==> config.mk <==
export PLATFORM = sky130hd
export DESIGN_NAME = raster_gen
export DESIGN_NICKNAME = d
export VERILOG_FILES = /design/src/video_pkg.sv /design/src/raster_gen.sv
export SDC_FILE = /design/constraint.sdc
export NUM_CORES = 1
export LEC_CHECK = 0
export ABC_AREA = 1
export BUFFER_PORTS_ARGS = -buffer_cell sky130_fd_sc_hd__buf_2
export CORE_MARGIN = 3
export CORE_UTILIZATION = 35
export DETAILED_ROUTE_END_ITERATION = 10
export GPL_TIMING_DRIVEN = 0
export PLACE_DENSITY = 0.6
export SLEW_MARGIN = 10
export SYNTH_ARGS = -nofsm -noshare
export SYNTH_HDL_FRONTEND = slang
export SYNTH_SLANG_ARGS = --single-unit
==> constraint.sdc <==
create_clock -name pixel_clk -period 1.55 [get_ports pixel_clk]
set_input_delay 0.155 -clock pixel_clk [delete_from_list [all_inputs] [get_ports pixel_clk]]
set_output_delay 0.155 -clock pixel_clk [all_outputs]
set_load 0.005 [all_outputs]
==> src/video_pkg.sv <==
// package: stream word format, raster defaults, ring sizing, vector types, bus structs
package video_pkg;

    // ======================================================================
    // stream word format
    // ======================================================================
    typedef logic [63:0] word_t;    // one stream word
    typedef logic [23:0] rgb_t;     // rgb888 pixel
    typedef logic [1:0]  word_kind_t; // kind flag, word bits 15:14

    localparam word_kind_t KIND_NONE     = 2'b00; // ignored word
    localparam word_kind_t KIND_ONE      = 2'b01; // pixel in 39:16
    localparam word_kind_t KIND_TWO      = 2'b10; // pixels in 39:16 then 63:40
    localparam word_kind_t KIND_BOUNDARY = 2'b11; // frame boundary marker

    // bits 63:16 of a real boundary word
    localparam logic [47:0] BOUNDARY_PATTERN = 48'hFEFE_FEFE_FEFE;

    // ======================================================================
    // raster defaults, 1080p60 timing
    // ======================================================================
    typedef logic [11:0] count_t;   // h/v counter width

    localparam int H_SYNC_DEF  = 44;
    localparam int H_BACK_DEF  = 148;
    localparam int H_DISP_DEF  = 1920;
    localparam int H_FRONT_DEF = 88;

    localparam int V_SYNC_DEF  = 5;
    localparam int V_BACK_DEF  = 36;
    localparam int V_DISP_DEF  = 1080;
    localparam int V_FRONT_DEF = 4;

    localparam int BOUNDARY_DELAY = 16; // boundary pulse to raster start
    localparam int MISS_LIMIT     = 3;  // frames without boundary before stop

    // ======================================================================
    // ring buffer and bus structs
    // ======================================================================
    localparam int RING_DEPTH = 128;
    typedef logic [6:0] ring_addr_t; // wraps at RING_DEPTH

    // one ring write, up to two pixels in order
    typedef struct packed {
        rgb_t       first;
        rgb_t       second;
        logic [1:0] count;  // 0, 1 or 2 pixels valid
    } pixel_push_t;

    // raster output bundle
    typedef struct packed {
        logic hs;
        logic vs;
        logic de;
        rgb_t rgb;
    } video_out_t;

    typedef enum logic [1:0] {
        R_IDLE,   // waiting for a boundary
        R_DELAY,  // start delay running
        R_RUN     // raster active
    } raster_state_t;

endpackage
==> src/raster_gen.sv <==
// raster generator: start delay FSM, h/v counters, sync/de timing, pixel pop, watchdog
`timescale 1ns/1ns

module raster_gen #(
    parameter int H_SYNC  = video_pkg::H_SYNC_DEF,
    parameter int H_BACK  = video_pkg::H_BACK_DEF,
    parameter int H_DISP  = video_pkg::H_DISP_DEF,
    parameter int H_FRONT = video_pkg::H_FRONT_DEF,
    parameter int V_SYNC  = video_pkg::V_SYNC_DEF,
    parameter int V_BACK  = video_pkg::V_BACK_DEF,
    parameter int V_DISP  = video_pkg::V_DISP_DEF,
    parameter int V_FRONT = video_pkg::V_FRONT_DEF
) (
    input  logic                  pixel_clk,
    input  logic                  rst_n,
    input  logic                  boundary_seen,
    input  logic                  empty,
    input  video_pkg::rgb_t       head,
    output logic                  pop,
    output video_pkg::video_out_t video
);

    // frame geometry derived from the porch values
    localparam int H_TOTAL   = H_SYNC + H_BACK + H_DISP + H_FRONT;
    localparam int V_TOTAL   = V_SYNC + V_BACK + V_DISP + V_FRONT;
    localparam int H_ACT_BEG = H_SYNC + H_BACK;
    localparam int H_ACT_END = H_ACT_BEG + H_DISP;
    localparam int V_ACT_BEG = V_SYNC + V_BACK;
    localparam int V_ACT_END = V_ACT_BEG + V_DISP;

    video_pkg::raster_state_t state;
    video_pkg::count_t        cnt_h;
    video_pkg::count_t        cnt_v;
    video_pkg::count_t        delay_cnt;  // counts down during R_DELAY
    logic [1:0]               miss_cnt;   // frames with no boundary
    logic                     seen_q;     // boundary since last vs rise
    logic                     run;
    logic                     hs_c;
    logic                     vs_c;
    logic                     en_c;       // active window from counters
    logic                     vs_rise;    // vs goes high on next output
    logic                     timeout;

    // ======================================================================
    // counter decode
    // ======================================================================
    assign run  = (state == video_pkg::R_RUN);
    assign hs_c = (cnt_h >= H_SYNC);     // low during h sync
    assign vs_c = (cnt_v >= V_SYNC);     // low during v sync
    assign en_c = (cnt_h >= H_ACT_BEG) && (cnt_h < H_ACT_END) &&
                  (cnt_v >= V_ACT_BEG) && (cnt_v < V_ACT_END);

    assign pop = run && en_c && !empty;  // underrun shows black, no pop

    assign vs_rise = run && vs_c && !video.vs;
    // third boundary-free vs rise in a row stops the raster
    assign timeout = vs_rise && !seen_q && !boundary_seen &&
                     (int'(miss_cnt) == video_pkg::MISS_LIMIT - 1);

    // ======================================================================
    // state machine and counters
    // ======================================================================
    always_ff @(posedge pixel_clk or negedge rst_n) begin
        if (!rst_n) begin
            state     <= video_pkg::R_IDLE;
            delay_cnt <= '0;
            cnt_h     <= '0;
            cnt_v     <= '0;
        end else begin
            case (state)
                video_pkg::R_IDLE: begin
                    cnt_h <= '0;
                    cnt_v <= '0;
                    if (boundary_seen) begin
                        state     <= video_pkg::R_DELAY;
                        delay_cnt <= video_pkg::count_t'(video_pkg::BOUNDARY_DELAY - 1);
                    end
                end
                video_pkg::R_DELAY: begin
                    if (delay_cnt == video_pkg::count_t'(1))
                        state <= video_pkg::R_RUN; // run starts at counter 0
                    else
                        delay_cnt <= delay_cnt - video_pkg::count_t'(1);
                end
                video_pkg::R_RUN: begin
                    if (timeout) begin
                        state <= video_pkg::R_IDLE;
                        cnt_h <= '0;
                        cnt_v <= '0;
                    end else if (int'(cnt_h) == H_TOTAL - 1) begin
                        cnt_h <= '0;
                        if (int'(cnt_v) == V_TOTAL - 1)
                            cnt_v <= '0;  // frame wrap
                        else
                            cnt_v <= cnt_v + video_pkg::count_t'(1);
                    end else begin
                        cnt_h <= cnt_h + video_pkg::count_t'(1);
                    end
                end
                default: state <= video_pkg::R_IDLE;
            endcase
        end
    end

    // boundary watchdog, sampled at each vs rise
    always_ff @(posedge pixel_clk or negedge rst_n) begin
        if (!rst_n) begin
            seen_q   <= 1'b0;
            miss_cnt <= 2'd0;
        end else if (timeout) begin
            seen_q   <= 1'b0;
            miss_cnt <= 2'd0;
        end else if (vs_rise) begin
            seen_q   <= 1'b0;
            // a boundary on this same cycle still counts for the frame
            miss_cnt <= (seen_q || boundary_seen) ? 2'd0 : miss_cnt + 2'd1;
        end else if (boundary_seen) begin
            seen_q <= 1'b1;
        end
    end

    // registered outputs, one cycle behind the counters
    always_ff @(posedge pixel_clk or negedge rst_n) begin
        if (!rst_n) begin
            video <= '0;
        end else begin
            video.hs  <= run && hs_c;
            video.vs  <= run && vs_c;
            video.de  <= run && en_c;            // high even on underrun
            video.rgb <= pop ? head : '0;        // popped pixel, same cycle as de
        end
    end

endmodule

# Word-level counts from Yosys, hierarchy flattened
# Index checks and enable logic that the tools add are counted.
dict set report op_classes {
  add_sub_neg 4
  multipliers 0
  div_mod_pow 0
  n_lt_le_gt_ge 6
  eq_ne 11
  shift 0
  mux 21
  bitwise 0
  n_reduce_logical 24
}
# cell n
set op_table {}
lappend op_table {{12-bit two-way mux} 7}
lappend op_table {{12-bit case mux with 2 select lines} 3}
lappend op_table {{12-bit by 1-bit adder with 12-bit output (second input constant)} 2}
lappend op_table {{12-bit == test (second input constant)} 2}
lappend op_table {{12-bit by 6-bit >= comparator with 1-bit output (second input constant)} 2}
lappend op_table {{24-bit two-way mux} 1}
lappend op_table {{12-bit by 1-bit == test with 1-bit output (second input constant)} 1}
lappend op_table {{12-bit by 3-bit >= comparator with 1-bit output (second input constant)} 1}
lappend op_table {{12-bit by 8-bit >= comparator with 1-bit output (second input constant)} 1}
lappend op_table {{12-bit by 11-bit less-than comparator with 1-bit output (second input constant)} 1}
lappend op_table {{12-bit less-than comparator (second input constant)} 1}
lappend op_table {{2-bit two-way mux} 6}
lappend op_table {{12-bit by 1-bit subtractor with 12-bit output (second input constant)} 1}
lappend op_table {{1-bit logical AND} 11}
lappend op_table {{2-bit inequality test (second input constant)} 3}
lappend op_table {{2-bit case mux with 3 select lines} 1}
lappend op_table {{3-bit AND reduction} 2}
lappend op_table {{2-bit nonzero test} 3}
lappend op_table {{2-bit == test (second input constant)} 2}
lappend op_table {{1-bit zero test} 4}
lappend op_table {{1-bit two-way mux} 3}
lappend op_table {{3-bit by 1-bit inequality test with 1-bit output (second input constant)} 1}
lappend op_table {{3-bit nonzero test} 1}
lappend op_table {{2-bit by 1-bit adder with 2-bit output (second input constant)} 1}
lappend op_table {{other kinds (5)} 5}
dict set report totals {
  register_bits 68
  latchBits 0
  ram_bits 0
  romBits 0
  in_bits 28
  wordCells 76
  mem_count 0
}

# Depth between registers and ports, before layout
dict set report logic_depth {
  ltp_word 8
  depth_mapped 14
  ltp_nobuf 13
}

# Worst setup path before layout
# No wires, ideal clock.
dict set report synth_path {
  path_type {register to register}
  start {register cnt_v[0]}
  end {register cnt_v[3]}
  arrival_time_ns 1.562
  required_ns 1.432
  slack_ns -0.130
  path_stages_with_launch 14
  synth_period_minus_slack_ns 1.680
  path_cell_list {dfrtp_1 -> inv_1 -> ha_1 -> nand2_1 -> nand2_1 -> nand2_1 -> nor2_1 -> nor2_4 -> nand4_4 -> nand3_4 -> nand2_4 -> buf_6 -> nand2_1 -> nand2_1}
}
dict set report synth_between {
  elab_chain_cells 8
  word_cells_on_any_way 14
}
# item line
set synth_lines {}
lappend synth_lines {{start, declared} raster_gen.sv:33} ;# video_pkg::count_t cnt_v;
lappend synth_lines {{start signal, assigned} raster_gen.sv:95} ;# cnt_v <= cnt_v + video_pkg::count_t'(1);
lappend synth_lines {{12-bit by 3-bit >= comparator with 1-bit output} raster_gen.sv:49} ;# assign vs_c = (cnt_v >= V_SYNC);
lappend synth_lines {{1-bit logical AND (2 in series)} raster_gen.sv:55} ;# assign vs_rise = run && vs_c && !video.vs;
lappend synth_lines {{1-bit logical AND (3 in series)} raster_gen.sv:57} ;# assign timeout = vs_rise && !seen_q && !boundary_seen &&
lappend synth_lines {{12-bit two-way mux / 3-bit by 1-bit inequality test with 1-bit output (equally long branches)} n/a}
lappend synth_lines {{12-bit case mux with 2 select lines / 2-bit AND reduction (equally long branches)} n/a}
# Parallel ways exist; a longest one is shown, timed or not. The select of a mux whose other input is x is not followed.
# A chain may end at the register's enable or synchronous reset.

# Final worst setup path
dict set report layout_path {
  start {register cnt_v[8]}
  end {output pop}
}
dict set report layout_between {
  elab_chain_cells 5
  word_cells_on_any_way 6
}
# item line
set layout_lines {}
lappend layout_lines {{12-bit by 6-bit >= comparator with 1-bit output} raster_gen.sv:51} ;# (cnt_v >= V_ACT_BEG) && (cnt_v < V_ACT_END);
lappend layout_lines {{1-bit logical AND} raster_gen.sv:50} ;# assign en_c = (cnt_h >= H_ACT_BEG) && (cnt_h < H_ACT_END) &&
lappend layout_lines {{1-bit logical AND *} raster_gen.sv:51}
lappend layout_lines {{1-bit logical AND * (2 in series)} raster_gen.sv:53} ;# assign pop = run && en_c && !empty;
lappend layout_lines {{end, declared} raster_gen.sv:19} ;# output logic pop,
# Mark *: on every way between the ends. The rest lies on a longest branch, timed or not.

==> metrics.txt <==
P_leak 2.89 nW; FP Rows 36; first-pass GRT wire length 16100 µm; Most used DFF post-synth dfrtp_1; Core ar. 9860 µm²; via count 3649; Syn Inst Count 463; DP Area 4110 µm²; synth warn 0; max-slew violations 0; number of CTS-inserted buffers 9; crit end category output port; die area 11500 µm²; chip height 107 µm; Period minus WS final 2.00 ns; Max IR drop VDD 0.000999 V; All-Layer GR Usage 17.3%; mux cell area share after synthesis 0%; flop2flop setup slack -0.42 ns; Total Nets Final 648; Final Cycle Share 129%; most common cell in the synthesized netlist nand2_1; cell accounting for the most synthesized area dfrtp_1; Syn Area/Cell 7.76 µm²; most instantiated cells after synthesis nand2_1, inv_1, nor2_1; Synth Area in Compound Gates 4.87%; crit path DAT 1.84 ns; Synth area leaders dfrtp_1, nand2_1, inv_1, nor2_1, nand3_1; Final Wtd Congestion 0.834; Post-synth EDFFs 0; I/O Pins 56; slew margin rel. 41.1%; clock buffer depth 2; syn_nets 500; Fill cells 765; Netlist Area Pre-Place 3590 µm²; startpoint types register; DP HPWL 5630 µm; FF-to-FF End cnt_v[0]; Post-synth ARST share 100%; multi-input combinational cell area 2080 µm²; top cell type's share of synthesized area 47.4%; vias in the first global route 3513; r2r worst-path depth 16; flops & latches, synth 68; final cell count without fillers 749; final hold vios 0; Power per Cell Area 1110 nW/µm²; RSZ-0062 raised after global routing yes; drt total wl 10700 µm; Register Area 1710 µm²; initial antenna violation count 0; via-per-instance ratio 4.87; DR WL/cell 14.2 µm; post-route setup slack -0.445 ns; largest family of logic cells by synthesized area simple AND/OR/NAND/NOR gates; synth unique cells 32; Worst Hold Class primary input to register; slowest CP cell dfrtp_1; Area Overhead vs Synth 59.9%; fin area 5750 µm²; Ant. Diodes 0; Peak Freq 501 MHz; Hold Path Depth 3; sum of negative setup slack -12.74 ns; Die Wd 107 µm; placed cell count 652; Worst Setup Path Type register to output port; drt pass-1 iters 4; critical path's top delay family simple AND/OR/NAND/NOR gates; adder-cell share of the synthesized area 3.13%; CTS Root Cell clkbuf_8; Crit path largest cell delay 0.43 ns; Starting Density 36.4%; actual slew at the worst max-slew pin 0.883 ns; worst-path fanout max 4; worst hold endpoint video[9]; Worst Path Buf+Inv 4; CTS sink cnt 68; Most common cell on crit path buf_6; H-tree Lvls 3; DRC Markers 0; xor-xnor portion of the synthesized cell area 4.14%; sequential element share of the synthesized area 47.4%; Critical Path Stages 10; status finished, violations left; max-cap violation count 0; final setup fails 55; simple-gate portion of the synthesized area 30.2%; CP cell instances buf_6 > nor2_4 > nand2_1 > nor2_1 > o21ai_2 > nor2_2 > nand4_2 > buf_6 > inv_2 > buf_6; Clock Latency Late Sink 0.35 ns; total power draw 0.00637 W; GRT overflow 0; Min Hold Slack 0.0108 ns; layout cell share with drive strength beyond 1 46.4%; PortBufs 55; antenna viol nets, final 0; crit path from cnt_v[8]; Worst R2R Start cnt_v[1]; DR iter-0 viols 215; largest net degree at the start of global routing 53; origin of the worst min-delay path head[9]; worst clock skew 0.0138 ns; CTS tree done; Worst-path clk slew 0.08 ns; WP data required 1.39 ns; failing checks setup timing
[sequential cells by signal (all words and copies together) (netlist names)]
| name | count |
|---|---|
| cnt_h | 12 |
| cnt_v | 12 |
| delay_cnt | 12 |
| miss_cnt | 2 |
| seen_q | 1 |
| state | 2 |
| video | 27 |
[metrics by stage]
| step | worst slack, ns | utilization, % |
|---|---|---|
| 4_1_cts | -0.408 | 52.8 |
| 6_report | -0.445 | 58.2 |
| 3_5_place_dp | -0.409 | 41.6 |
| 5_1_grt | -0.539 | 58.2 |
| 3_3_place_gp | -0.377 | 41.3 |
| 2_1_floorplan | -0.0922 | - |
[worst max-delay path by stage]
stage | slack (ns) | to
global route | -0.54 | cnt_v[0]
CTS | -0.41 | pop
finish | -0.45 | pop
detailed placement | -0.41 | pop
global placement | -0.38 | pop
floorplan | -0.09 | cnt_v[3]
[area by class of cell]
| cell class | count | share of cell area (%) |
|---|---|---|
| plain buffers | 9 | 1.63 |
| clock buffers | 10 | 2.22 |
| clock inverters | 6 | 1.94 |
| inverters | 84 | 5.75 |
| multi-input cells | 301 | 36.2 |
| flip-flops and latches | 68 | 29.8 |
| well taps | 133 | 2.90 |
| repair buffers | 138 | 19.5 |
[cell usage in the layout, fill, tap and decap left out, types with 3 or more instances in the layout]
cell type,instances
inv_1,67
nand2_4,15
xor2_1,16
a21oi_1,3
nor2_2,30
nand3_1,17
o21ai_0,5
buf_6,22
o21ai_1,9
nor3_1,6
ha_4,4
dfrtp_2,9
o31ai_1,3
nor2_1,38
nand2_2,17
buf_4,43
o21ai_2,4
buf_2,53
ha_1,5
dfrtp_1,59
dlygate4sd3_1,16
inv_2,15
clkbuf_8,9
bufinv_16,3
nand4_1,15
nand2_1,63
nand3_2,17
buf_8,4
nor2_4,16
[worst reg2reg max path, cell delays in order (launching register included)]
cell and delay [ns]:
dfrtp_1 0.39, inv_2 0.09, buf_6 0.11, ha_4 0.12
inv_2 0.03, nand2_1 0.04, nand2_1 0.07, nand2_2 0.10
nor2_4 0.04, nor2_4 0.13, nand4_4 0.14, nand3_4 0.16
nand2_4 0.09, buf_6 0.15, buf_6 0.11, nand2_2 0.04
nand2_1 0.06
[logic make-up (layout without fill, tap and decap cells)]
kind of cell | after synthesis | in the layout
simple gates | 244 | 244
flops | 68 | 68
xor+xnor | 17 | 17
compound gates | 31 | 31
fa+ha+maj | 9 | 9
buf+inv | 94 | 247
[metal layers]
layer / vias to the layer above / share of wire [%] / global-route usage [%]
met4: 0 / 2.4 / 6.21
met1: 1782 / 40 / 21.5
met5: - / 0 / 0
met2: 94 / 54 / 29.9
li1: 1742 / - / -
met3: 31 / 3.8 / 3.36
[timing repair]
item                                    in CTS  in global routing
pin swaps                                   21                 43
cloned                                       2                  4
gates resized for setup                     96                125
hold buffers                                16                  0
endpoints found under the hold margin       76                  0
endpoints found under the setup margin      63                 66
buffers inserted                            46                 26
[report_power, final]
group	internal [W]	switching, W	total, W
Sequential	0.00189	0.000124	0.00201
Combinational	0.00107	0.00147	0.00254
Clock	0.00107	0.000745	0.00182
Note: power is estimated with default switching activity, not from simulation.
