## config.mk

```make
export PLATFORM = sky130hd
export DESIGN_NAME = word_unpacker
export DESIGN_NICKNAME = d
export VERILOG_FILES = /design/src/video_pkg.sv /design/src/word_unpacker.sv
export SDC_FILE = /design/constraint.sdc
export NUM_CORES = 1
export LEC_CHECK = 0
export BUFFER_PORTS_ARGS = -buffer_cell sky130_fd_sc_hd__buf_4
export CAP_MARGIN = 5
export CORE_ASPECT_RATIO = 0.75
export CORE_MARGIN = 1.5
export CORE_UTILIZATION = 36
export DETAILED_ROUTE_END_ITERATION = 16
export GPL_TIMING_DRIVEN = 1
export HOLD_SLACK_MARGIN = 0.03
export MAX_ROUTING_LAYER = met4
export PLACE_DENSITY = 0.77
export SKIP_LAST_GASP = 1
export SYNTH_ARGS = -nofsm -noshare
export SYNTH_HDL_FRONTEND = slang
export SYNTH_SLANG_ARGS = --single-unit
```

## constraint.sdc

```tcl
create_clock -name pixel_clk -period 0.8 [get_ports pixel_clk]
set_input_delay 0.16 -clock pixel_clk [delete_from_list [all_inputs] [get_ports pixel_clk]]
set_output_delay 0.16 -clock pixel_clk [all_outputs]
set_load 0.01 [all_outputs]
```

## src/video_pkg.sv

```systemverilog
// package: stream word format, raster defaults, ring sizing, vector types, bus structs
package video_pkg;

    // ======================================================================
    // stream word format
    // ======================================================================
    typedef logic [63:0] word_t;    // one stream word
    typedef logic [23:0] rgb_t;     // rgb888 pixel
    typedef logic [1:0]  word_kind_t; // kind flag, word bits 15:14

    localparam word_kind_t KIND_NONE     = 2'b00; // ignored word
    localparam word_kind_t KIND_ONE      = 2'b01; // pixel in 39:16
    localparam word_kind_t KIND_TWO      = 2'b10; // pixels in 39:16 then 63:40
    localparam word_kind_t KIND_BOUNDARY = 2'b11; // frame boundary marker

    // bits 63:16 of a real boundary word
    localparam logic [47:0] BOUNDARY_PATTERN = 48'hFEFE_FEFE_FEFE;

    // ======================================================================
    // raster defaults, 1080p60 timing
    // ======================================================================
    typedef logic [11:0] count_t;   // h/v counter width

    localparam int H_SYNC_DEF  = 44;
    localparam int H_BACK_DEF  = 148;
    localparam int H_DISP_DEF  = 1920;
    localparam int H_FRONT_DEF = 88;

    localparam int V_SYNC_DEF  = 5;
    localparam int V_BACK_DEF  = 36;
    localparam int V_DISP_DEF  = 1080;
    localparam int V_FRONT_DEF = 4;

    localparam int BOUNDARY_DELAY = 16; // boundary pulse to raster start
    localparam int MISS_LIMIT     = 3;  // frames without boundary before stop

    // ======================================================================
    // ring buffer and bus structs
    // ======================================================================
    localparam int RING_DEPTH = 128;
    typedef logic [6:0] ring_addr_t; // wraps at RING_DEPTH

    // one ring write, up to two pixels in order
    typedef struct packed {
        rgb_t       first;
        rgb_t       second;
        logic [1:0] count;  // 0, 1 or 2 pixels valid
    } pixel_push_t;

    // raster output bundle
    typedef struct packed {
        logic hs;
        logic vs;
        logic de;
        rgb_t rgb;
    } video_out_t;

    typedef enum logic [1:0] {
        R_IDLE,   // waiting for a boundary
        R_DELAY,  // start delay running
        R_RUN     // raster active
    } raster_state_t;

endpackage
```

## src/word_unpacker.sv

```systemverilog
// stream word decoder: boundary detect, arming, one/two pixel push into the ring
`timescale 1ns/1ns

module word_unpacker (
    input  logic                   pixel_clk,
    input  logic                   rst_n,
    input  logic                   word_valid,
    input  video_pkg::word_t       word_data,
    output logic                   word_ready,
    input  logic                   ring_room,
    output video_pkg::pixel_push_t push,
    output logic                   boundary_seen
);

    video_pkg::word_kind_t kind;
    logic                  xfer;       // word handshake this cycle
    logic                  is_bnd;     // flag and pattern both match
    logic [1:0]            n_pix;      // pixels carried by this word
    logic                  armed;      // set by first boundary, stays set
    logic [1:0]            count_q;
    video_pkg::rgb_t       first_q;
    video_pkg::rgb_t       second_q;

    // back-pressure straight from the ring, boundaries obey it too
    assign word_ready = ring_room;
    assign xfer       = word_valid && word_ready;

    // ======================================================================
    // decode
    // ======================================================================
    always_comb begin
        kind   = video_pkg::word_kind_t'(word_data[15:14]);
        is_bnd = (kind == video_pkg::KIND_BOUNDARY) &&
                 (word_data[63:16] == video_pkg::BOUNDARY_PATTERN);
        case (kind)
            video_pkg::KIND_NONE:     n_pix = 2'd0;
            video_pkg::KIND_ONE:      n_pix = 2'd1;
            video_pkg::KIND_TWO:      n_pix = 2'd2;
            video_pkg::KIND_BOUNDARY: n_pix = 2'd0; // marker, no pixel data
        endcase
    end

    // control: arm flag, boundary pulse, push count
    always_ff @(posedge pixel_clk or negedge rst_n) begin
        if (!rst_n) begin
            armed         <= 1'b0;
            boundary_seen <= 1'b0;
            count_q       <= 2'd0;
        end else begin
            boundary_seen <= xfer && is_bnd; // one cycle after the transfer
            // pixels before arming are accepted but dropped here
            count_q       <= (xfer && armed && !is_bnd) ? n_pix : 2'd0;
            if (xfer && is_bnd)
                armed <= 1'b1;
        end
    end

    // pixel payload, only meaningful while count_q is nonzero
    always_ff @(posedge pixel_clk) begin
        if (xfer) begin
            first_q  <= word_data[39:16];
            second_q <= word_data[63:40];
        end
    end

    assign push = '{first: first_q, second: second_q, count: count_q};

endmodule

```

## Word level (Yosys, flattened, before mapping)

Cells that the tools add are included.

| word-level totals | value |
|---|---|
| flip-flop bits (word level) | 52 |
| bits of input ports | 68 |
| output and inout port bits | 52 |

| operators by class | value |
|---|---|
| equal/unequal tests | 4 |
| mux-type cells | 2 |
| reduce and logical (&&, ||, !) cells | 8 |

Operators by type and width:

| operator | number |
|---|---|
| 48-bit equality test, second input constant | 1 |
| 2-bit case mux with 3 select lines | 1 |
| 1-bit logical AND | 5 |
| 2-bit equality test, second input constant | 2 |
| 2-bit by 1-bit equality test with 1-bit output, second input constant | 1 |
| 2-bit zero test | 1 |
| 2-bit 2-to-1 mux | 1 |
| 2-bit OR reduction | 1 |
| 1-bit zero test | 1 |

## Depth between registers and ports, before layout

Gate-level depths: netlist of run 1.

| depth | value |
|---|---|
| depth after elaboration | 5 |
| mapped depth | 3 |
| depth with buffers taken out | 3 |

## Worst setup path before layout of run 1

OpenSTA, ideal clock, no wires.

| timing | value |
|---|---|
| path kind | input to register |
| start point | in ring_room |
| end point | reg count_q[0] |
| data arrival time | 1714 ps |
| required time | 711 ps |
| path slack | -1003 ps |
| cell stages on the path | 3 |
| path buffers | 0 |
| cells stage by stage | and2_1 -> nand2_1 -> nor3b_1 |

| between the ends | value |
|---|---|
| longest elaborated chain between the ends | 4 |

Ends and longest elaborated chain:

| element | RTL line | source |
|---|---|---|
| from (decl) | word_unpacker.sv:10 | `input logic ring_room,` |
| 1-bit logical AND | word_unpacker.sv:26 | `assign xfer = word_valid && word_ready;` |
| 1-bit logical AND (2 in series) | word_unpacker.sv:52 | `count_q <= (xfer && armed && !is_bnd) ? n_pix : 2'd0;` |
| 2-bit 2-to-1 mux | word_unpacker.sv:52 |  |
| to (signal assigned) | word_unpacker.sv:52 |  |
| to (decl) | word_unpacker.sv:20 | `logic [1:0] count_q;` |

Every way passes these cells.
A chain may end at the register's enable or synchronous reset.

## Worst setup path in the final report of run 1

| timing | value |
|---|---|
| start point | reg second_q[4] |
| end point | out push[6] (netlist name) |

RTL lines:

| element | RTL line | source |
|---|---|---|
| from (decl) | word_unpacker.sv:22 | `video_pkg::rgb_t second_q;` |
| from (signal assigned) | word_unpacker.sv:62 | `second_q <= word_data[63:40];` |
| to (decl) | word_unpacker.sv:11 | `output video_pkg::pixel_push_t push,` |

No word-level cell between the ends.

==> run metrics, run 1 <==
clock tree from TritonCTS built; proportion of netlist area held by the largest area contributor 84.2%; number of placed cells counting well taps 250; mapped cell area 0.00171 mm2; Data arrival, critical path 880 ps; Starting Density 37.9%; area post-placement 0.00271 mm2; sequential standard cell area 0.00154 mm2; Synth area leaders sky130_fd_sc_hd__edfxtp_1 (84%), sky130_fd_sc_hd__dfrtp_1 (5.8%), sky130_fd_sc_hd__nand4b_1 (3.1%), sky130_fd_sc_hd__nand4_1 (2.6%), sky130_fd_sc_hd__nor3b_1 (0.88%); area of the die 0.00518 mm2; combined area of the multi-input logic cells 195 um2; end of the worst hold path first_q[23]$_DFFE_PP_; number of DRC violations after detailed routing 0; kind of cell adding the most delay to the critical path flip-flops; worst flop-to-flop path startpoint armed$_DFFE_PN0P_; maximum clock rate 961 MHz; Port Buffers 105; final worst-path setup slack -240 ps; WP data required 640 ps; Critical Path Max Stage Delay 430 ps; max capacitance violation total 0; number of hold-slack violations in the final timing report 0; count of cells along the worst hold path 1; final critical delay including setup and external delays 1040 ps; chain of cells forming the critical path buf_6; number of cells on the worst reg-to-reg path 1; Worst Tran Pin Value 243 ps; number of storage elements in the synthesis netlist 52; number of diodes added for antenna fixing 0; number of nets in the synthesized netlist 144; synthesis warning total 0; maximum clock insertion buffer count 2; detailed-route via count 1397; Setup Buffers After CTS 0; number of CTS-inserted buffers 5; first-iteration detailed-routing DRC count 40; Rows 21; predominant post-synthesis flop cell sky130_fd_sc_hd__edfxtp_1; Antenna Violating Nets Remaining 0; fill cell instance count of the final layout 285; clk sinks 52; depth of the critical timing path with buffers and inverters included 1; total routed wirelength 4960 um; clock latency on the worst-skew pair 300 ps; Layout Cells excl Fill 293; largest net degree at the start of global routing 22; clock root cell sky130_fd_sc_hd__clkbuf_8; count of flip-flops with a built-in enable after synthesis 48; most frequent cells in the layout sky130_fd_sc_hd__buf_4 (72), sky130_fd_sc_hd__edfxtp_1 (48), sky130_fd_sc_hd__buf_6 (43); worst hold start word_data[39]; final worst path period share 130%; Setup crit start kind register; Syn-to-layout area delta 96.0%; setup repair after global routing missed its margin yes; post-route total power 5.96 mW; setup slack of the worst register-to-register path 60 ps; violated checks negative setup slack; P per Cell Area 1780 mW/mm2; max_slew headroom 83.7%; status complete, but fails checks; Core Area 0.00452 mm2; deepest level of the CTS H-tree 2; Worst Path Buf+Inv 1; sequential-to-total area share from yosys stat 90.1%; Total GRT Usage 19.1%; category of the worst setup path capture point primary output; wire length per cell after detailed routing 16.9 um; estimated wirelength of the detail-placed design 2980 um; final-report setup violation count 51; Max stage delay cell, worst path sky130_fd_sc_hd__edfxtp_1; largest fanout on the critical path 1; capturing point of the worst reg2reg path armed$_DFFE_PN0P_; final std cell area, no fill 0.00335 mm2; number of global-route vias before repair 1428; cell count after synthesis 76; initial antenna violation count 0; post-synthesis cell type count 13; Top Ports 120; Critical Setup Path Class register to primary output; detailed-router iteration count before antenna repair 4; mean area per synthesized cell 22.5 um2; vias per cell 4.77; nets 303; RePlAce Congestion 0.697; Die Y-Extent 62.7 um; Yosys top cell by area sky130_fd_sc_hd__edfxtp_1; total global routing overflow 0; commonest non-fill, non-tap cell in the layout sky130_fd_sc_hd__buf_4; share of synthesized flip-flops with an asynchronous set or reset 7.69%; Slew Limit Fails 0; largest voltage drop on the vdd net 0.00145 V; fraction of final layout cells sized beyond drive strength 1 56.8%; CTS clock-pin slew for the worst setup and hold paths 90 ps; worst hold path type input pin to register; Static Leak 1.37 nW; overall die width 82.6 um; largest clock skew in the final design 2.68 ps; first-pass GRT wire length 6810 um
## sequential cells by signal, summed over array words and instances, names as in the netlist
signal         flops
first_q           24
armed              1
count_q            2
second_q          24
boundary_seen      1
## final cells by class
cell class	instances	area share [%]
Timing Repair Buffer	153	42.8
Clock inverter	3	1.27
Multi-Input combinational cell	23	5.82
Tap cell	57	2.13
Sequential cell	52	46.0
Clock buffer	5	2.05
## worst max path at each step
| stage | startpoint | to | slack [ps] |
|---|---|---|---|
| after floorplan | ring_room | first_q[0]$_DFFE_PP_ | -170 |
| after global placement | word_data[24] | boundary_seen$_DFF_PN0_ | -260 |
| after detailed placement | word_data[40] | boundary_seen$_DFF_PN0_ | -270 |
| after CTS | second_q[16]$_DFFE_PP_ | push[18] | -230 |
| after global routing | second_q[4]$_DFFE_PP_ | push[6] | -270 |
| final | second_q[4]$_DFFE_PP_ | push[6] | -240 |
## where the power goes
| group | total, mW | internal, mW | switching (mW) |
|---|---|---|---|
| Sequential | 3.23 | 3.16 | 0.0721 |
| Combinational | 0.941 | 0.614 | 0.328 |
| Clock | 1.79 | 0.926 | 0.866 |
## cells by family (layout without fill, tap and decap cells)
family,count (synthesis),in the layout,share of synthesized area [%]
simple gates,22,22,8.84
compound gates,1,1,0.658
buf+inv,1,161,0.439
flops,52,52,90.1
## repair_timing
| item | CTS | global route |
|---|---|---|
| endpoints found under the hold margin | 25 | 13 |
| hold buffers | 22 | 13 |
| pin swaps | 0 | 2 |
| endpoints found under the setup margin | 51 | 55 |
| gates resized for setup | 26 | 21 |
## synthesized netlist by cell type (2+ instances only)
cell type                  instances
sky130_fd_sc_hd__nor4_1            2
sky130_fd_sc_hd__nand4b_1          6
sky130_fd_sc_hd__dfrtp_1           4
sky130_fd_sc_hd__edfxtp_1         48
sky130_fd_sc_hd__nor3b_1           2
sky130_fd_sc_hd__nand4_1           7
## metal layers
layer  GRT usage (%)  vias up  part of all wire, %
met1            21.7      673                   37
met5               -        -                    0
li1                -      632                    -
met2            30.6       83                   51
met3            6.42        9                   10
met4            8.13        0                  1.8
## metrics by stage
| stage | hold WS [ps] | utilization, % | setup TNS, ps | worst slack [ps] |
|---|---|---|---|---|
| after detailed placement | -41.5 | 60.0 | -5710 | -271 |
| after floorplan | -136 | - | -8500 | -170 |
| after global placement | -44.0 | 60.0 | -5500 | -264 |
| after global routing | 28.6 | 74.2 | -11550 | -269 |
| final | 39.5 | 74.2 | -9780 | -240 |
| after CTS | 30.2 | 69.5 | -10070 | -227 |
Power figures use the tool's default switching activity.
==> run 2, diff against run 1 <==
--- a/config.mk
+++ b/config.mk
@@ -8,5 +8,5 @@
 export BUFFER_PORTS_ARGS = -buffer_cell sky130_fd_sc_hd__buf_4
 export CAP_MARGIN = 5
-export CORE_ASPECT_RATIO = 0.75
+export CORE_ASPECT_RATIO = 1.4
 export CORE_MARGIN = 1.5
 export CORE_UTILIZATION = 36
==> constraint.sdc (replaced) <==
create_clock -name pixel_clk -period 0.8 [get_ports pixel_clk]
set_input_delay 0.08 -clock pixel_clk [delete_from_list [all_inputs] [get_ports pixel_clk]]
set_output_delay 0.08 -clock pixel_clk [all_outputs]
set_load 0.01 [all_outputs]
==> run metrics, run 2 (synthesis gave the netlist of run 1 again) <==
clk sinks 52 (unchanged); nets 310 (+2.3%); worst setup path endpoint push[45]; Static Leak 1.39 nW (+1.4%); detailed-route via count 1427 (+2.1%); first-pass GRT wire length 7180 um (+5.4%); Die Y-Extent 84.6 um (+35%); max capacitance violation total 0 (unchanged); Total GRT Usage 20.4% (+1.3 points); total global routing overflow 0 (unchanged); number of diodes added for antenna fixing 0 (unchanged); Critical Path Start first_q[19]$_DFFE_PP_; number of hold-slack violations in the final timing report 0 (unchanged); Rows 29 (+38%); worst flop-to-flop path startpoint armed$_DFFE_PN0P_; detailed-router iteration count before antenna repair 4 (unchanged); depth of the critical timing path with buffers and inverters included 1 (unchanged); Data arrival, critical path 850 ps (-30 ps); final critical delay including setup and external delays 934 ps (-107 ps); final worst path period share 117% (-13 points); wire length per cell after detailed routing 16.6 um (-2.0%); maximum clock rate 1070 MHz (+11%); setup repair after global routing missed its margin yes; most frequent cells in the layout sky130_fd_sc_hd__buf_4 (60), sky130_fd_sc_hd__buf_6 (50), sky130_fd_sc_hd__edfxtp_1 (48); worst hold path type input pin to register; RePlAce Congestion 0.761 (+9.1%); P per Cell Area 1630 mW/mm2 (-8.2%); vias per cell 4.68 (-1.9%); worst hold start word_data[14]; chain of cells forming the critical path buf_6; fraction of final layout cells sized beyond drive strength 1 50.6% (-6.2 points); setup slack of the worst register-to-register path 60 ps (about the same); Critical Path Max Stage Delay 410 ps (-20 ps); number of DRC violations after detailed routing 0 (unchanged); maximum clock insertion buffer count 2 (unchanged); largest fanout on the critical path 1 (unchanged); Setup crit start kind register; final worst-path setup slack -134 ps (+107 ps); Core Area 0.00454 mm2 (+0.36%); final std cell area, no fill 0.00342 mm2 (+2.0%); largest net degree at the start of global routing 20 (-9.1%); clock root cell sky130_fd_sc_hd__clkbuf_8; Starting Density 37.7% (-0.14 points); WP data required 720 ps (+80 ps); commonest non-fill, non-tap cell in the layout sky130_fd_sc_hd__buf_4; Syn-to-layout area delta 99.9%; capturing point of the worst reg2reg path armed$_DFFE_PN0P_; initial antenna violation count 0 (unchanged); fill cell instance count of the final layout 275 (-3.5%); kind of cell adding the most delay to the critical path flip-flops; max_slew headroom 77.1% (-6.6 points); first-iteration detailed-routing DRC count 51 (+28%); area post-placement 0.00267 mm2 (-1.4%); Slew Limit Fails 0 (unchanged); Setup Buffers After CTS 0 (unchanged); estimated wirelength of the detail-placed design 3180 um (+6.5%); category of the worst setup path capture point primary output; clock latency on the worst-skew pair 290 ps (about the same); Top Ports 120 (unchanged); number of cells on the worst reg-to-reg path 1 (unchanged); Max stage delay cell, worst path sky130_fd_sc_hd__edfxtp_1; Worst Tran Pin Value 341 ps (+98.0 ps); deepest level of the CTS H-tree 2 (unchanged); overall die width 61.3 um (-26%); top flop regs first_q x24, second_q x24, count_q x2; Port Buffers 105 (unchanged); number of CTS-inserted buffers 5 (unchanged); largest voltage drop on the vdd net 0.00145 V (-0.65%); largest clock skew in the final design 2.53 ps (-0.151 ps); final-report setup violation count 51 (unchanged); CTS clock-pin slew for the worst setup and hold paths 90 ps (about the same); number of global-route vias before repair 1514 (+6.0%); total routed wirelength 5060 um (+2.0%); Worst Path Buf+Inv 1 (unchanged); violated checks negative setup slack; Critical Setup Path Class register to primary output; clock tree from TritonCTS built; Antenna Violating Nets Remaining 0 (unchanged); area of the die 0.00518 mm2 (about the same); status complete, but fails checks; worst-case setup slack after placement -255 ps (+15.8 ps)
==> run 2: what timing repair did <==
action | in CTS | in global routing
gates resized for setup | 27 | 25
pin swaps | 0 | 0
setup endpoints to repair | 51 | 54
hold endpoints to repair | 50 | 0
hold buffers | 47 | 0
==> run 2: per-layer routing <==
layer  part of all wire, %  routed length (um)  vias up  GRT usage (%)
met1                    31                1540      692           19.2
met4                   3.7                 188        0           9.68
met2                    58                2950       73           36.0
met5                     0                   0        -              -
li1                      -                   -      647              -
met3                   7.4                 372       15           5.86
==> run 2: metrics by stage <==
step | power (mW) | setup TNS [ps] | hold WS, ps | cells | utilization (%)
after global routing | 5.80 | -6900 | 35.8 | 305 | 75.4
final | 5.59 | -5020 | 45.3 | 305 | 75.4
after floorplan | 3.41 | -4460 | -216 | 76 | -
after detailed placement | 3.96 | -2620 | -120 | 250 | 58.9
after CTS | 5.53 | -5250 | 36.2 | 305 | 73.3
after global placement | 3.94 | -2320 | -121 | 250 | 58.9
==> run 2: where the power goes <==
part | switching [mW] | total [mW] | internal, mW
clock | 0.765 | 1.38 | 0.610
sequential | 0.0764 | 3.23 | 3.16
combinational | 0.327 | 0.977 | 0.650
total | 1.17 | 5.59 | 4.42
==> run 2: cell type report <==
cell class / instances / area [um2] / share of cell area, %
clock buffers: 7 / 76.3 / 2.23
clock inverters: 1 / 3.75 / 0.110
multi-input cells: 23 / 179 / 5.23
flip-flops and latches: 52 / 1540 / 45.0
well taps: 62 / 77.6 / 2.27
repair buffers: 160 / 1540 / 45.1
==> run 2: how the worst min path moves through the flow <==
stage | slack, ps | cells after the start | end
after global routing | 40 | 3 | count_q[0]$_DFF_PN0_
after global placement | -120 | 1 | count_q[1]$_DFF_PN0_
after detailed placement | -120 | 1 | count_q[0]$_DFF_PN0_
final | 50 | 3 | count_q[1]$_DFF_PN0_
after floorplan | -220 | 0 | armed$_DFFE_PN0P_
after CTS | 40 | 3 | count_q[1]$_DFF_PN0_
==> run 3, diff against run 2 <==
- ABC_AREA: not set -> 1
- CORE_ASPECT_RATIO: 1.4 -> 1.75
- CORE_UTILIZATION: 36 -> 38
- PLACE_DENSITY: 0.77 -> 0.78
==> run metrics, run 3 <==
clk sinks 52 (unchanged); overall die width 56.9 um (-7.1%); Max stage delay cell, worst path sky130_fd_sc_hd__edfxtp_1; area of the die 0.00554 mm2 (+6.9%); Port Buffers 105 (unchanged); Power Internal 4.73 mW (+7.1%); Syn-to-layout area delta 87.5%; number of nets in the synthesized netlist 211 (+47%); Setup Buffers After CTS 0 (unchanged); Critical Setup Path Class register to primary output; estimated wirelength of the detail-placed design 3500 um (+10%); fill cell instance count of the final layout 325 (+18%); P per Cell Area 1650 mW/mm2 (+1.2%); Top Ports 120 (unchanged); max_slew headroom 81.8% (+4.7 points); setup repair after global routing missed its margin yes; Data arrival, critical path 870 ps (+20 ps); final critical delay including setup and external delays 950 ps (+16.2 ps); most frequent cells in the layout sky130_fd_sc_hd__buf_4 (62), sky130_fd_sc_hd__dlygate4sd3_1 (49), sky130_fd_sc_hd__edfxtp_1 (48); largest voltage drop on the vdd net 0.00142 V (-1.5%); Static Leak 1.53 nW (+9.7%); number of hold-slack violations in the final timing report 0 (unchanged); CTS clock-pin slew for the worst setup and hold paths 90 ps (about the same); Comb power frac 17.4% (about the same); synth cell count leaders sky130_fd_sc_hd__edfxtp_1 (48), sky130_fd_sc_hd__nand2_1 (40), sky130_fd_sc_hd__nor2_1 (21), sky130_fd_sc_hd__inv_1 (12), sky130_fd_sc_hd__nand4_1 (8); mean area per synthesized cell 13.5 um2 (-40%); switching portion of total power 21.0% (+0.097 points); Antenna Violating Nets Remaining 0 (unchanged); Setup crit start kind register; chain of cells forming the critical path buf_6; fraction of final layout cells sized beyond drive strength 1 39.8% (-11 points); first-iteration detailed-routing DRC count 27 (-47%); count of flip-flops with a built-in enable after synthesis 48 (unchanged); RePlAce Congestion 0.765 (+0.57%); maximum clock rate 1050 MHz (-1.7%); clock tree from TritonCTS built; commonest non-fill, non-tap cell in the layout sky130_fd_sc_hd__buf_4; Starting Density 39.2% (+1.4 points); Core Area 0.00493 mm2 (+8.8%); largest net degree at the start of global routing 30 (+50%); Rows 34 (+17%); number of CTS-inserted buffers 5 (unchanged); post-synthesis cell type count 11 (-2); violated checks negative setup slack; clock latency on the worst-skew pair 290 ps (about the same); clock root cell sky130_fd_sc_hd__clkbuf_8; max capacitance violation total 0 (unchanged); Worst Path Buf+Inv 1 (unchanged); largest clock skew in the final design 0.185 ps (-2.34 ps); share of the core filled with cells in the final layout 73.5% (-2.0 points); final worst-path setup slack -150 ps (-16.2 ps); initial antenna violation count 0 (unchanged); deepest level of the CTS H-tree 2 (unchanged); first-pass GRT wire length 8250 um (+15%); total global routing overflow 0 (unchanged); worst hold path type input pin to register; proportion of netlist area held by the largest area contributor 74.6% (-9.6 points); largest fanout on the critical path 1 (unchanged); post-route total power 5.99 mW (+7.2%); synthesis warning total 0 (unchanged); worst-case setup slack after placement -145 ps (+111 ps); cell count after synthesis 143 (+88%); Worst Tran Pin Value 273 ps (-68.1 ps); detailed-route via count 1649 (+16%); nets 376 (+21%); Slew Limit Fails 0 (unchanged); wire length per cell after detailed routing 14.8 um (-11%); WP data required 720 ps (about the same); Critical Path Max Stage Delay 430 ps (+20 ps); top flop regs first_q x24, second_q x24, count_q x2; final worst path period share 119% (+2.0 points); number of DRC violations after detailed routing 0 (unchanged); kind of cell adding the most delay to the critical path flip-flops; category of the worst setup path capture point primary output; share of synthesized flip-flops with an asynchronous set or reset 7.69% (unchanged); Die Y-Extent 97.4 um (+15%); vias per cell 4.54 (-2.9%); switching power total 1.26 mW (+7.7%); most frequent cell after synthesis sky130_fd_sc_hd__edfxtp_1; Yosys top cell by area sky130_fd_sc_hd__edfxtp_1; status complete, but fails checks; predominant post-synthesis flop cell sky130_fd_sc_hd__edfxtp_1; Total GRT Usage 20.5% (+0.041 points); number of storage elements in the synthesis netlist 52 (unchanged); number of global-route vias before repair 1772 (+17%); maximum clock insertion buffer count 2 (unchanged); mapped cell area 0.00193 mm2 (+13%); total routed wirelength 5380 um (+6.4%); sequential-to-total area share from yosys stat 79.7% (-10 points); power share of the sequential group 54.1% (-3.8 points); final-report setup violation count 51 (unchanged); number of diodes added for antenna fixing 0 (unchanged); clock network fraction of total power 28.6% (+4.0 points); Synth area leaders sky130_fd_sc_hd__edfxtp_1 (75%), sky130_fd_sc_hd__nand2_1 (7.8%), sky130_fd_sc_hd__dfrtp_1 (5.2%), sky130_fd_sc_hd__nor2_1 (4.1%), sky130_fd_sc_hd__nand4_1 (2.6%); detailed-router iteration count before antenna repair 5 (+1)
-- run 3: final timing paths --
| path | start | end | slack, ps | depth (start not counted) |
|---|---|---|---|---|
| min reg2reg | armed$_DFFE_PN0P_ | armed$_DFFE_PN0P_ | 480 | 2 |
| max in group asynchronous | rst_n | count_q[0]$_DFF_PN0_ | 590 | 2 |
| max | first_q[7]$_DFFE_PP_ | push[33] | -150 | 1 |
| max reg2reg | armed$_DFFE_PN0P_ | count_q[1]$_DFF_PN0_ | 100 | 2 |
| min | word_data[15] | count_q[0]$_DFF_PN0_ | 40 | 3 |
| min in group asynchronous | rst_n | count_q[1]$_DFF_PN0_ | 120 | 2 |
-- run 3: metrics by stage --
step           cells  setup TNS (ps)  hold slack [ps]  area, um2
3_3_place_gp     306           -3390             -123       2850
3_5_place_dp     306           -4200             -122       2850
6_report         363           -5150             36.8       3620
2_1_floorplan    143          -20840             -216       1950
5_1_grt          363           -6610             31.5       3620
4_1_cts          363           -5450             27.4       3560
-- run 3: final cells by class --
cell class	count	area (um2)	area share, %
multi-input combinational	78	355	9.80
clock buffer	5	68.8	1.90
sequential	52	1540	42.5
inverter	12	48.8	1.35
tap	54	67.6	1.86
clock inverter	3	37.5	1.04
timing repair buffer	159	1510	41.5
-- run 3: repair_timing --
action / 4_1_cts / 5_1_grt
resized for setup: 30 / 17
hold buffers: 49 / 0
setup endpoints to repair: 51 / 51
endpoints found under the hold margin: 53 / 0
-- run 3: logic make-up (layout without fill, tap and decap cells) --
| logic type | Yosys count | after routing | share of synthesized area [%] |
|---|---|---|---|
| and+or+nand+nor | 78 | 78 | 17.5 |
| DFF | 52 | 52 | 79.7 |
| buffers and inverters | 13 | 179 | 2.72 |
-- run 3: metal layers --
metal  GRT usage (%)  routed length (um)  vias up
met4            10.0                 278        0
li1                -                   -      818
met1            18.2                1630      747
met3            3.46                 229       20
met2            39.2                3240       64
met5               -                   0        -
-- run 3: power groups by stage --
stage               clock network [mW]  registers, mW  logic (mW)
CTS                               1.74           3.22        1.00
global placement                     0           3.26       0.755
detailed placement                   0           3.27       0.767
finish                            1.71           3.24        1.04
floorplan                            0           3.36       0.114
global route                      1.82           3.25        1.12
